==> config.mk <==
export PLATFORM = sky130hd
export DESIGN_NAME = dram_bridge_flat
export DESIGN_NICKNAME = d
export VERILOG_FILES = /design/src/hdl/mem_bridge_pkg.sv /design/src/hdl/mc_net_pkg.sv /design/src/hdl/mc_link_if.sv /design/src/hdl/dram_hash.sv /design/src/hdl/reorder_fifo.sv /design/src/hdl/dram_bridge.sv /design/src/flat_wrapper.sv
export SDC_FILE = /design/constraint.sdc
export NUM_CORES = 1
export LEC_CHECK = 0
export BUFFER_PORTS_ARGS = -buffer_cell sky130_fd_sc_hd__buf_2
export CAP_MARGIN = 20
export CORE_MARGIN = 4
export CORE_UTILIZATION = 44
export DETAILED_ROUTE_END_ITERATION = 8
export GPL_ROUTABILITY_DRIVEN = 0
export PLACE_DENSITY = 0.75
export SLEW_MARGIN = 20
export SYNTH_ARGS = -nofsm -noshare
export SYNTH_HDL_FRONTEND = slang
export SYNTH_SLANG_ARGS = --single-unit
==> constraint.sdc <==
create_clock -name clk_i -period 5.2 [get_ports clk_i]
set_clock_uncertainty 0.05 [all_clocks]
set_input_delay 1.04 -clock clk_i [delete_from_list [all_inputs] [get_ports clk_i]]
set_output_delay 1.04 -clock clk_i [all_outputs]
set_load 0.02 [all_outputs]
==> src/hdl/mem_bridge_pkg.sv <==
package mem_bridge_pkg;

  // --------------------------------------------------
  // processor-side memory port widths
  // --------------------------------------------------

  // word address, counted in words and not bytes
  localparam int ADDR_WIDTH = 8;
  localparam int DATA_WIDTH = 32;

  // requester tag, echoed back untouched
  localparam int TAG_WIDTH = 4;

  // --------------------------------------------------
  // request header
  // --------------------------------------------------

  typedef enum logic [0:0] {
    MEM_RD = 1'b0,
    MEM_WR = 1'b1
  } mem_op_e;

  // the reverse header is a copy of the forward one
  typedef struct packed {
    mem_op_e               op;
    logic [ADDR_WIDTH-1:0] addr;
    logic [TAG_WIDTH-1:0]  tag;
  } mem_hdr_t;

endpackage

==> src/hdl/mc_net_pkg.sv <==
package mc_net_pkg;

  import mem_bridge_pkg::*;

  // --------------------------------------------------
  // tile network widths
  // --------------------------------------------------

  // bank column coordinate, one column per cache bank
  localparam int X_WIDTH = 2;

  // word address inside one bank
  localparam int EPA_WIDTH = 6;

  // transaction id, carried in the reg_id field
  localparam int ID_WIDTH = 2;

  typedef enum logic [0:0] {
    MC_LOAD  = 1'b0,
    MC_STORE = 1'b1
  } mc_op_e;

  // request packet toward a bank
  typedef struct packed {
    mc_op_e                op;
    logic [X_WIDTH-1:0]    x_cord;
    logic [EPA_WIDTH-1:0]  epa;
    logic [ID_WIDTH-1:0]   reg_id;
    logic [DATA_WIDTH-1:0] data;
  } mc_packet_t;

  // return packet whose data is zero for a store
  typedef struct packed {
    logic [ID_WIDTH-1:0]   reg_id;
    logic [DATA_WIDTH-1:0] data;
  } mc_return_t;

endpackage

==> src/hdl/mc_link_if.sv <==
interface mc_link_if
  import mc_net_pkg::*;
();

  // request path, valid/ready
  mc_packet_t req_packet;
  logic       req_v;
  logic       req_ready;

  // response path has no ready
  // the requester reserved a reorder entry before sending
  mc_return_t rsp_packet;
  logic       rsp_v;

  modport bridge (
    output req_packet,
    output req_v,
    input  req_ready,
    input  rsp_packet,
    input  rsp_v
  );

  modport bank (
    input  req_packet,
    input  req_v,
    output req_ready,
    output rsp_packet,
    output rsp_v
  );

endinterface

==> src/hdl/dram_hash.sv <==
module dram_hash
  import mem_bridge_pkg::*;
  import mc_net_pkg::*;
#(
  parameter int NUM_BANKS_P   = 4,
  parameter int BLOCK_WORDS_P = 2
) (
  input  logic [ADDR_WIDTH-1:0] addr_i,
  output logic [X_WIDTH-1:0]    x_cord_o,
  output logic [EPA_WIDTH-1:0]  epa_o
);

  // blocks of BLOCK_WORDS_P words are dealt round robin over the columns
  // the row index and the offset in the block together give the local address
  always_comb
  begin : interleave
    logic [ADDR_WIDTH-1:0] block_idx;
    logic [ADDR_WIDTH-1:0] offset;
    logic [ADDR_WIDTH-1:0] row;

    block_idx = addr_i / ADDR_WIDTH'(BLOCK_WORDS_P);
    offset    = addr_i % ADDR_WIDTH'(BLOCK_WORDS_P);
    row       = block_idx / ADDR_WIDTH'(NUM_BANKS_P);

    x_cord_o = X_WIDTH'(block_idx % ADDR_WIDTH'(NUM_BANKS_P));
    epa_o    = EPA_WIDTH'(row * ADDR_WIDTH'(BLOCK_WORDS_P) + offset);
  end

endmodule

==> src/hdl/reorder_fifo.sv <==
module reorder_fifo
  import mem_bridge_pkg::*;
  import mc_net_pkg::*;
#(
  parameter int OUTSTANDING_P = 4
) (
  input  logic                  clk_i,
  input  logic                  rst_i,

  output logic [ID_WIDTH-1:0]   alloc_id_o,
  output logic                  alloc_v_o,
  input  logic                  alloc_yumi_i,

  input  logic [ID_WIDTH-1:0]   write_id_i,
  input  logic [DATA_WIDTH-1:0] write_data_i,
  input  logic                  write_v_i,

  output logic [ID_WIDTH-1:0]   deq_id_o,
  output logic [DATA_WIDTH-1:0] deq_data_o,
  output logic                  deq_v_o,
  input  logic                  deq_yumi_i
);

  localparam logic [ID_WIDTH-1:0] LAST_ID = ID_WIDTH'(OUTSTANDING_P - 1);

  logic [ID_WIDTH-1:0]      alloc_ptr_r;
  logic [ID_WIDTH-1:0]      deq_ptr_r;
  // used marks an id handed out, filled marks that its response has arrived
  logic [OUTSTANDING_P-1:0] used_r;
  logic [OUTSTANDING_P-1:0] filled_r;
  logic [DATA_WIDTH-1:0]    data_mem [OUTSTANDING_P];

  assign alloc_id_o = alloc_ptr_r;
  assign alloc_v_o  = ~used_r[alloc_ptr_r];

  // head leaves only once it has been filled
  assign deq_id_o   = deq_ptr_r;
  assign deq_v_o    = filled_r[deq_ptr_r];
  assign deq_data_o = data_mem[deq_ptr_r];

  // --------------------------------------------------
  // pointers and entry state
  // --------------------------------------------------

  always_ff @(posedge clk_i)
  begin
    if (rst_i)
    begin
      alloc_ptr_r <= '0;
      deq_ptr_r   <= '0;
      used_r      <= '0;
      filled_r    <= '0;
    end
    else
    begin
      if (alloc_yumi_i)
      begin
        used_r[alloc_ptr_r] <= 1'b1;
        alloc_ptr_r         <= (alloc_ptr_r == LAST_ID) ? '0 : alloc_ptr_r + 1'b1;
      end
      if (write_v_i)
        filled_r[write_id_i] <= 1'b1;
      // a filled head can never be the id being allocated
      if (deq_yumi_i)
      begin
        used_r[deq_ptr_r]   <= 1'b0;
        filled_r[deq_ptr_r] <= 1'b0;
        deq_ptr_r           <= (deq_ptr_r == LAST_ID) ? '0 : deq_ptr_r + 1'b1;
      end
    end
  end

  // responses land by id in any order
  always_ff @(posedge clk_i)
  begin
    if (write_v_i)
      data_mem[write_id_i] <= write_data_i;
  end

  // a bank answers only ids that are out and not yet answered
  assert property (@(posedge clk_i) disable iff (rst_i)
    write_v_i |-> used_r[write_id_i] && !filled_r[write_id_i])
  else
    $error("reorder write to id %0d that is not pending", write_id_i);

endmodule

==> src/hdl/dram_bridge.sv <==
module dram_bridge
  import mem_bridge_pkg::*;
  import mc_net_pkg::*;
#(
  parameter int OUTSTANDING_P = 4,
  parameter int NUM_BANKS_P   = 4,
  parameter int BLOCK_WORDS_P = 2
) (
  input  logic                  clk_i,
  input  logic                  rst_i,

  input  mem_hdr_t              mem_fwd_hdr_i,
  input  logic [DATA_WIDTH-1:0] mem_fwd_data_i,
  input  logic                  mem_fwd_v_i,
  output logic                  mem_fwd_ready_o,

  output mem_hdr_t              mem_rev_hdr_o,
  output logic [DATA_WIDTH-1:0] mem_rev_data_o,
  output logic                  mem_rev_v_o,
  input  logic                  mem_rev_ready_i,

  mc_link_if.bridge             link
);

  if ($clog2(OUTSTANDING_P) != ID_WIDTH)
  begin : g_id_width_check
    $error("ID_WIDTH does not match OUTSTANDING_P");
  end

  logic [ID_WIDTH-1:0]  alloc_id;
  logic                 alloc_v;
  logic                 fwd_yumi;
  logic [ID_WIDTH-1:0]  deq_id;
  logic                 deq_v;
  logic                 deq_yumi;
  logic [X_WIDTH-1:0]   dram_x;
  logic [EPA_WIDTH-1:0] dram_epa;
  mc_packet_t           req_packet;

  // header of each request in flight, indexed by its transaction id
  mem_hdr_t             hdr_mem [OUTSTANDING_P];

  dram_hash #(
    .NUM_BANKS_P   (NUM_BANKS_P),
    .BLOCK_WORDS_P (BLOCK_WORDS_P)
  ) hash (
    .addr_i   (mem_fwd_hdr_i.addr),
    .x_cord_o (dram_x),
    .epa_o    (dram_epa)
  );

  reorder_fifo #(
    .OUTSTANDING_P (OUTSTANDING_P)
  ) rob (
    .clk_i        (clk_i),
    .rst_i        (rst_i),
    .alloc_id_o   (alloc_id),
    .alloc_v_o    (alloc_v),
    .alloc_yumi_i (fwd_yumi),
    .write_id_i   (link.rsp_packet.reg_id),
    .write_data_i (link.rsp_packet.data),
    .write_v_i    (link.rsp_v),
    .deq_id_o     (deq_id),
    .deq_data_o   (mem_rev_data_o),
    .deq_v_o      (deq_v),
    .deq_yumi_i   (deq_yumi)
  );

  // --------------------------------------------------
  // outgoing request
  // --------------------------------------------------

  // accept needs a free id and a free slot in the target column
  assign mem_fwd_ready_o = alloc_v & link.req_ready;
  assign fwd_yumi        = mem_fwd_v_i & mem_fwd_ready_o;

  always_comb
  begin
    req_packet        = '0;
    req_packet.op     = (mem_fwd_hdr_i.op == MEM_WR) ? MC_STORE : MC_LOAD;
    req_packet.x_cord = dram_x;
    req_packet.epa    = dram_epa;
    req_packet.reg_id = alloc_id;
    req_packet.data   = mem_fwd_data_i;
  end

  // the id moves only on accept, so a stalled packet stays stable
  assign link.req_packet = req_packet;
  assign link.req_v      = mem_fwd_v_i & alloc_v;

  always_ff @(posedge clk_i)
  begin
    if (fwd_yumi)
      hdr_mem[alloc_id] <= mem_fwd_hdr_i;
  end

  // --------------------------------------------------
  // in-order return
  // --------------------------------------------------

  assign mem_rev_hdr_o = hdr_mem[deq_id];
  assign mem_rev_v_o   = deq_v;
  assign deq_yumi      = deq_v & mem_rev_ready_i;

  // header memory and reorder head must hold together under stall
  assert property (@(posedge clk_i) disable iff (rst_i)
    mem_rev_v_o && !mem_rev_ready_i |=>
      mem_rev_v_o && $stable(mem_rev_hdr_o) && $stable(mem_rev_data_o))
  else
    $error("reverse response changed while stalled");

endmodule

==> src/flat_wrapper.sv <==
// flat-port wrapper written by rule: the top's interface ports become plain ports
module dram_bridge_flat import mem_bridge_pkg::*; import mc_net_pkg::*;
#(
  parameter int OUTSTANDING_P = 4,
  parameter int NUM_BANKS_P   = 4,
  parameter int BLOCK_WORDS_P = 2
)
  (clk_i, rst_i, mem_fwd_hdr_i, mem_fwd_data_i, mem_fwd_v_i, mem_fwd_ready_o, mem_rev_hdr_o, mem_rev_data_o, mem_rev_v_o, mem_rev_ready_i, link_req_packet, link_req_v, link_req_ready, link_rsp_packet, link_rsp_v);
  mc_link_if link_i ();
  input  logic clk_i;
  input  logic rst_i;
  input  mem_hdr_t mem_fwd_hdr_i;
  input  logic [DATA_WIDTH-1:0] mem_fwd_data_i;
  input  logic mem_fwd_v_i;
  output logic mem_fwd_ready_o;
  output mem_hdr_t mem_rev_hdr_o;
  output logic [DATA_WIDTH-1:0] mem_rev_data_o;
  output logic mem_rev_v_o;
  input  logic mem_rev_ready_i;
  output wire logic [$bits(link_i.req_packet)-1:0] link_req_packet;
  output wire logic [$bits(link_i.req_v)-1:0] link_req_v;
  input wire logic [$bits(link_i.req_ready)-1:0] link_req_ready;
  input wire logic [$bits(link_i.rsp_packet)-1:0] link_rsp_packet;
  input wire logic [$bits(link_i.rsp_v)-1:0] link_rsp_v;
  assign link_req_packet = link_i.req_packet;
  assign link_req_v = link_i.req_v;
  assign link_i.req_ready = link_req_ready;
  assign link_i.rsp_packet = link_rsp_packet;
  assign link_i.rsp_v = link_rsp_v;
  dram_bridge #(.OUTSTANDING_P(OUTSTANDING_P), .NUM_BANKS_P(NUM_BANKS_P), .BLOCK_WORDS_P(BLOCK_WORDS_P)) u_core (.clk_i(clk_i), .rst_i(rst_i), .mem_fwd_hdr_i(mem_fwd_hdr_i), .mem_fwd_data_i(mem_fwd_data_i), .mem_fwd_v_i(mem_fwd_v_i), .mem_fwd_ready_o(mem_fwd_ready_o), .mem_rev_hdr_o(mem_rev_hdr_o), .mem_rev_data_o(mem_rev_data_o), .mem_rev_v_o(mem_rev_v_o), .mem_rev_ready_i(mem_rev_ready_i), .link(link_i));
endmodule
==> impl_metrics.ini, run 1 <==
[clock_tree]
clk_latency_ns = 0.42
htreeDepth = 4
cts_num_sinks = 194
cts_resized = 0
cts_hold_buf = 0
cts_tree = done
path_clk_slew_ns = 0.07
post-cts-setup-buffers = 0
max-clock-path-buffers = 2
clock-root-buffer = clkbuf_16
cts_buffers = 17

[power]
pwr-share-clk = 0.378
combPwrFrac = 0.064
p_total_mw = 3.22
vdd_ir_drop_max_uv = 228
p_int_mw = 2.56
seqPwrFrac = 0.558
power_density_nw_per_um2 = 374
p_sw_mw = 0.667
p_leak_nw = 2.92
swShare = 0.207

[global_routing]
grt_max_degree = 46
grt_overflow = 0
grt_pass1_vias = 3759
antenna_found_initial = 1
grt_use_total = 0.146
grt_pass1_wl_um = 21300

[synthesis]
yosys_warnings = 0
syn-cell-area_um2 = 7460
synth_top_family_by_area = multiplexers
syn_inst = 341
synthDistinctLibCells = 26
synth_area_leader_cell = edfxtp_1
synth.area.top_cells = edfxtp_1, mux4_2, buf_4
ys_ff_latch = 194
synth-compound-area-share = 0.0161
synth.yosys.seq_area_share = 0.762
synth_xor_area_frac = 0
synth_nets = 434
netlist.area_leader.share = 0.725
synth_fa_ha_area_frac = 0.0134
syn_area_per_cell_um2 = 21.9
synthMuxAreaShare = 0.142
synth-simple-area-share = 0.0164

[detailed_routing]
drcViolationCount = 0
routed_wl_um = 13700
wl_per_cell_um = 20.8
first_pass_iters = 4
dr_total_vias = 3489
first_iter_violations = 227
routed_via_density = 5.29
ant_nets = 0

[placed_design]
postPlaceCellArea_um2 = 8070
place_hpwl_um = 8710
portBuffers = 111

[cells_and_area]
drive_above_1_share = 0.461
diodes = 0
syn_to_final_growth_pct = 15.7
final_cell_mix = edfxtp_1, buf_2, mux4_2
final_area_um2 = 8620
mostFrequentLayoutCell = edfxtp_1
final_nets = 520

[sta]
finalCriticalPeriod_ns = 3.32
finalCritPeriodShare = 0.639
setup_viol = 0
tightest_slew_ns = 0.935
rsz0062_at_grt = false
setup_tns_ns = 0
fmax_ghz = 0.301
max-slew-margin-rel = 0.377
hold_violations = 0
slew_viol_final = 0

[critical_path]
cp_slowest_stage_delay_ns = 0.96
cpMaxStageDelayCell = dfxtp_4
crit_path_start_kind = flip-flop
critPathCaptureType = primary output
cp_max_fo = 45
cp_num_buf_inv = 1
crit_required_ns = 4.11
cp_data_arrival_time_ns = 2.23
path_delay_family = flip-flops
crit_type = reg2out
crit_chain = mux4_2, buf_2

[floorplanning]
initial_core_util = 0.450
fp.coreArea_um2 = 16600
die_area_um2 = 19100
die_w_um = 138
io_pins = 176
rows = 47
die_h_um = 138

[flow_run]
cap_violations = 0

[status]
status = finished clean

[worst_hold_path]
min_path_type = reg2reg
## power groups by stage
stage	Combinational [mW]	Sequential, mW	Clock (mW)
3_3_place_gp	0.198	1.83	0
2_1_floorplan	0.164	1.82	0
4_1_cts	0.209	1.80	1.24
6_report	0.206	1.80	1.22
3_5_place_dp	0.209	1.83	0
5_1_grt	0.221	1.81	1.32
## metal layers
layer / part of all wire / wire length [um] / global-route usage
met4: 0.018 / 241 / 0.0546
met3: 0.054 / 735 / 0.0435
met2: 0.52 / 7080 / 0.246
met5: 0.00051 / 7 / 0
met1: 0.41 / 5660 / 0.181
## per-stage QoR
stage / cells / utilization / hold slack (ns) / worst slack, ns
4_1_cts: 660 / 0.520 / 0.418 / 1.78
2_1_floorplan: 341 / - / 0.385 / 1.18
5_1_grt: 660 / 0.520 / 0.430 / 1.68
3_5_place_dp: 628 / 0.487 / 0.404 / 2.26
6_report: 660 / 0.520 / 0.413 / 1.88
3_3_place_gp: 626 / 0.483 / 0.396 / 2.23
## cell type report
| cell class | instances | area (um^2) |
|---|---|---|
| clock buffer | 19 | 433 |
| clock inverter | 13 | 119 |
| fill | 1316 | 7960 |
| inverter | 4 | 15.0 |
| multi-input combinational | 91 | 1440 |
| sequential | 194 | 5690 |
| tap | 220 | 275 |
| timing repair buffer | 119 | 656 |
## worst paths after layout
path | slack [ns] | from | end | cells past startpoint
hold reg to reg | 0.41 | u_core.rob.used_r[1] | u_core.rob.used_r[1] | 1
setup reg to reg | 3.14 | u_core.rob.alloc_id_o[0] | u_core.hdr_mem[1][3] | 3
setup / recovery | 1.88 | flip-flop | mem_rev_data_o[19] | 2
hold / removal | 0.41 | u_core.rob.used_r[1] | u_core.rob.used_r[1] | 1
## cells in the mapped netlist
cell        n
edfxtp_1  180
mux4_2     47
buf_4      41
dfxtp_1    14
ha_1        8
o21a_1      8
buf_2       5
clkbuf_1    5
nor3b_1     5
a31oi_1     4
inv_1       4
a21oi_1     2
and2b_2     2
nand2_1     2
o21ai_0     2
o31ai_1     2
and2_1      1
and3_1      1
and3b_1     1
buf_1       1
nand3_1     1
nand4b_1    1
nor2_1      1
nor3_1      1
or3b_2      1
or4_1       1
## worst reg2reg max path, delay by kind of cell (launching register included)
family / cells / cell delay [ns]
buffers and inverters: 1 / 0.29
and+or+nand+nor: 1 / 0.22
DFF: 1 / 0.50
muxes: 1 / 0.68
## kinds of logic (layout without fill, tap and decap cells)
family,after synthesis,after routing
AO/OA/AOI/OAI,18,18
buffers and inverters,56,155
flip-flops,194,194
adder cells (fa/ha/maj),8,8
AND/OR/NAND/NOR,18,18
multiplexers,47,47
## flip-flops by register name, indices dropped and copies added, names as in the netlist, named ones only
signal / count
u_core.rob.alloc_id_o: 2
u_core.rob.data_mem: 128
u_core.rob.deq_id_o: 2
u_core.rob.filled_r: 4
u_core.rob.used_r: 4
u_core.hdr_mem: 52
Power figures use the tool's default switching activity.
==> run 2: changes to the inputs <==
==> constraint.sdc (replaced) <==
create_clock -name clk_i -period 3.3 [get_ports clk_i]
set_clock_uncertainty 0.05 [all_clocks]
set_input_delay 0.66 -clock clk_i [delete_from_list [all_inputs] [get_ports clk_i]]
set_output_delay 0.66 -clock clk_i [all_outputs]
set_load 0.02 [all_outputs]
==> run 2 against run 1 <==
Worst setup slack worse by 1.3 ns. Hold slack got worse by 0.0084 ns. Global-route usage increased by 0.33 points. Non-clock buffer count is the same. Clock-buffer cell count shrank 1. Register-to-register slack got worse by 1.8 ns. Routed wire length is 0.23% higher. Critical path depth increased by 1. Clock power rose by 70%. Sequential share of layout area fell by 0.34 points. Via count is essentially flat.
==> impl_metrics.ini, run 2 (synthesis results as in run 1) <==
[status]
status = finished clean

[cells_and_area]
reg.largest.list = u_core.rob.data_mem (128), u_core.hdr_mem (52)
largest_reg_flops = 128
largest-register = u_core.rob.data_mem
mostFrequentLayoutCell = edfxtp_1
final_area_um2 = 8670
diodes = 0
final_nets = 520
drive_above_1_share = 0.477
finalNonFillerCells = 660
syn_to_final_growth_pct = 16.3
final_cell_mix = edfxtp_1, buf_2, mux4_2

[floorplanning]
initial_core_util = 0.450
fp.coreArea_um2 = 16600
die_w_um = 138
rows = 47
die_area_um2 = 19100
die_h_um = 138
io_pins = 176

[placed_design]
portBuffers = 111
place_hpwl_um = 8690
dpl.cell_count = 628
postPlaceCellArea_um2 = 8060

[sta]
finalCriticalPeriod_ns = 2.68
rsz0062_at_grt = false
fmax_ghz = 0.373
finalCritPeriodShare = 0.812
max-slew-margin-rel = 0.366
slew_viol_final = 0
setup_viol = 0
tightest_slew_ns = 0.951
hold_violations = 0
setup_tns_ns = 0

[worst_hold_path]
whs_path_depth = 1
min_path_type = in2reg

[clock_tree]
post-cts-setup-buffers = 0
path_clk_slew_ns = 0.07
cts_num_sinks = 194
htreeDepth = 4
cts_tree = done
cts_resized = 0
cts_hold_buf = 0
clk_latency_ns = 0.42
clock-root-buffer = clkbuf_16
cts_buffers = 17
max-clock-path-buffers = 2

[detailed_routing]
routed_wl_um = 13800
first_iter_violations = 235
drcViolationCount = 0
ant_nets = 0
first_pass_iters = 4
dr_total_vias = 3488
wl_per_cell_um = 20.8
routed_via_density = 5.28

[critical_path]
cp_num_cells = 3
crit_required_ns = 2.59
cp_data_arrival_time_ns = 1.97
cp_num_buf_inv = 2
cp_slowest_stage_delay_ns = 0.57
crit_chain = buf_12, mux4_2, buf_2
critPathCaptureType = primary output
crit_path_start_kind = flip-flop
rr_worst_depth = 3
cp_max_fo = 38
crit_type = reg2out
path_delay_family = multiplexers
cpMaxStageDelayCell = mux4_2

[power]
power_density_nw_per_um2 = 603
p_leak_nw = 2.94
vdd_ir_drop_max_uv = 366

[global_routing]
grt_use_total = 0.150
antenna_found_initial = 2
grt_overflow = 0
grt_pass1_wl_um = 21700
grt_pass1_vias = 3768
grt_max_degree = 39

[flow_run]
cap_violations = 0
==> run 2: cell types whose count changed in the layout (fill, tap and decap cells not counted), sizes merged <==
cell	before	now
clkbuf	19	18
clkinv	11	6
bufinv	2	3
clkinvlp	0	1
inv	4	8
==> run 2: layer usage <==
layer | track usage | vias to the layer above | part of all wire
met3 | 0.0497 | 30 | 0.067
met4 | 0.0504 | 4 | 0.015
met5 | 0 | - | 0.0015
li1 | - | 1522 | -
met1 | 0.187 | 1793 | 0.40
met2 | 0.248 | 139 | 0.51
==> run 2: report_power, final <==
group | leakage, nW | internal, mW | switching (mW)
combinational | 0.879 | 0.135 | 0.198
sequential | 1.76 | 2.79 | 0.0300
clock | 0.297 | 1.20 | 0.869
total | 2.94 | 4.13 | 1.10
==> run 2: cell type report <==
class	count	area, um^2
clock buffers	18	429
repair buffers	119	641
inverters	4	15.0
flip-flops and latches	194	5690
multi-input cells	91	1440
clock inverters	14	176
fillers	1317	7910
well taps	220	275
==> run 2: metrics by stage <==
| step | setup slack [ns] | power (mW) | hold WS (ns) | utilization |
|---|---|---|---|---|
| floorplan | 0.565 | 3.12 | 0.385 | - |
| global placement | 1.02 | 3.20 | 0.396 | 0.486 |
| detailed placement | 1.02 | 3.22 | 0.404 | 0.486 |
| CTS | 0.552 | 5.28 | 0.380 | 0.523 |
| global route | 0.485 | 5.43 | 0.378 | 0.523 |
| finish | 0.620 | 5.23 | 0.405 | 0.523 |
==> run 2: path summary, 6_finish.rpt <==
kind                             from                      to  slack [ns]
min                  mem_fwd_hdr_i[2]    u_core.hdr_mem[1][2]        0.40
max                         flip-flop      mem_rev_data_o[18]        0.62
min reg2reg    u_core.rob.filled_r[0]  u_core.rob.filled_r[0]        0.42
max reg2reg  u_core.rob.alloc_id_o[0]    u_core.hdr_mem[0][3]        1.30
==> run 3: changes to the inputs <==
==> constraint.sdc (replaced) <==
create_clock -name clk_i -period 2.8 [get_ports clk_i]
set_clock_uncertainty 0.05 [all_clocks]
set_input_delay 0.56 -clock clk_i [delete_from_list [all_inputs] [get_ports clk_i]]
set_output_delay 0.56 -clock clk_i [all_outputs]
set_load 0.02 [all_outputs]
==> run 3 against run 2 <==
Final cell count increased by 0.76%. Largest power group unchanged. Clock-buffer cell count decreased by 1. Critical path type unchanged. Sequential power increased by 18%. Critical endpoint is now mem_fwd_ready_o. Utilization increased by 0.16 points.
==> impl_metrics.ini, run 3 (synthesis results as in run 1) <==
[status]
status = finished clean

[worst_hold_path]
min_path_type = in2reg

[cells_and_area]
final_nets = 525
syn_to_final_growth_pct = 16.6
largest_reg_flops = 128
mostFrequentLayoutCell = edfxtp_1
diodes = 0
largest-register = u_core.rob.data_mem
drive_above_1_share = 0.485
utilization = 0.524
reg.largest.list = u_core.rob.data_mem (128), u_core.hdr_mem (52)
final_cell_mix = edfxtp_1, buf_2, mux4_2

[clock_tree]
cts_buffers = 17
cts_num_sinks = 194
post-cts-setup-buffers = 0
clk_latency_ns = 0.42
htreeDepth = 4
path_clk_slew_ns = 0.07
cts_tree = done
cts_hold_buf = 0
clock-root-buffer = clkbuf_16
max-clock-path-buffers = 2
cts_resized = 0

[global_routing]
grt_overflow = 0
grt_pass1_wl_um = 21000
met3_usage = 0.0549
grt_use_met2 = 0.229
antenna_found_initial = 1
grt_pass1_vias = 3662
grtUsageMet1 = 0.188
grt_max_degree = 34
grt_use_total = 0.145
gr-max-usage-layer = met2

[detailed_routing]
first_pass_iters = 6
first_iter_violations = 233
ant_nets = 0
routed_via_density = 5.29
drcViolationCount = 0
wl_per_cell_um = 20.3
dr_total_vias = 3517
routed_wl_um = 13500

[critical_path]
crit_chain = mux4_2, and2b_2, buf_2
cp_data_arrival_time_ns = 1.94
crit_path_start_kind = flip-flop
cp_slowest_stage_delay_ns = 0.66
path_delay_family = multiplexers
crit_type = reg2out
cp_num_buf_inv = 1
cp_max_fo = 10
cpMaxStageDelayCell = mux4_2
critPathCaptureType = primary output
crit_required_ns = 2.19

[power]
power_density_nw_per_um2 = 704
vdd_ir_drop_max_uv = 412
p_leak_nw = 2.96
p_total_mw = 6.12

[sta]
setup_tns_ns = 0
slew_viol_final = 0
rsz0062_at_grt = false
fin_hold_ws_ns = 0.302
tightest_slew_ns = 0.535
fmax_ghz = 0.392
finalCritPeriodShare = 0.910
max-slew-margin-rel = 0.643
finalCriticalPeriod_ns = 2.55
hold_violations = 0
setup_viol = 0

[floorplanning]
fp.coreArea_um2 = 16600
rows = 47
initial_core_util = 0.450
die_area_um2 = 19100
die_w_um = 138
die_h_um = 138
io_pins = 176

[placed_design]
place_hpwl_um = 8660
portBuffers = 111

[flow_run]
cap_violations = 0
==> run 3: layer usage <==
metal / part of all wire / wire length (um)
met1: 0.41 / 5510
met2: 0.49 / 6660
met3: 0.084 / 1130
met4: 0.014 / 194
met5: 0.00096 / 13
==> run 3: final timing paths <==
kind	slack (ns)	start	cells past startpoint	endpoint
worst max-delay path	0.25	u_core.rob.alloc_id_o[0]	3	mem_fwd_ready_o
worst min-delay path	0.30	link_rsp_packet[16]	1	u_core.rob.data_mem[3][16]
worst max register to register	0.62	u_core.rob.alloc_id_o[0]	3	u_core.hdr_mem[1][9]
worst min register to register	0.42	u_core.rob.filled_r[2]	1	u_core.rob.filled_r[2]
==> run 3: worst reg2reg max path, stage by stage (launching register included) <==
cell	delay, ns
dfxtp_1	0.45
mux4_2	0.67
nor3b_2	0.44
buf_4	0.29
==> run 3: power breakdown <==
group          leakage (nW)  switching [mW]  internal, mW
clock network         0.294            1.06          1.34
logic                 0.905           0.236         0.161
registers              1.76          0.0328          3.29
==> run 3: through the flow <==
| step | cell area (um^2) | worst slack, ns | cells |
|---|---|---|---|
| 6_report | 8700 | 0.251 | 665 |
| 4_1_cts | 8700 | 0.222 | 665 |
| 2_1_floorplan | 7460 | 0.0652 | 341 |
| 3_3_place_gp | 8100 | 0.720 | 633 |
| 3_5_place_dp | 8100 | 0.604 | 633 |
| 5_1_grt | 8700 | 0.140 | 665 |
==> run 3: cell type report <==
class                           instances  area [um^2]
Clock buffer                           17          425
Clock inverter                         15          169
Fill cell                            1308         7890
Inverter                                4         15.0
Multi-Input combinational cell         91         1440
Sequential cell                       194         5690
Tap cell                              220          275
Timing Repair Buffer                  124          678
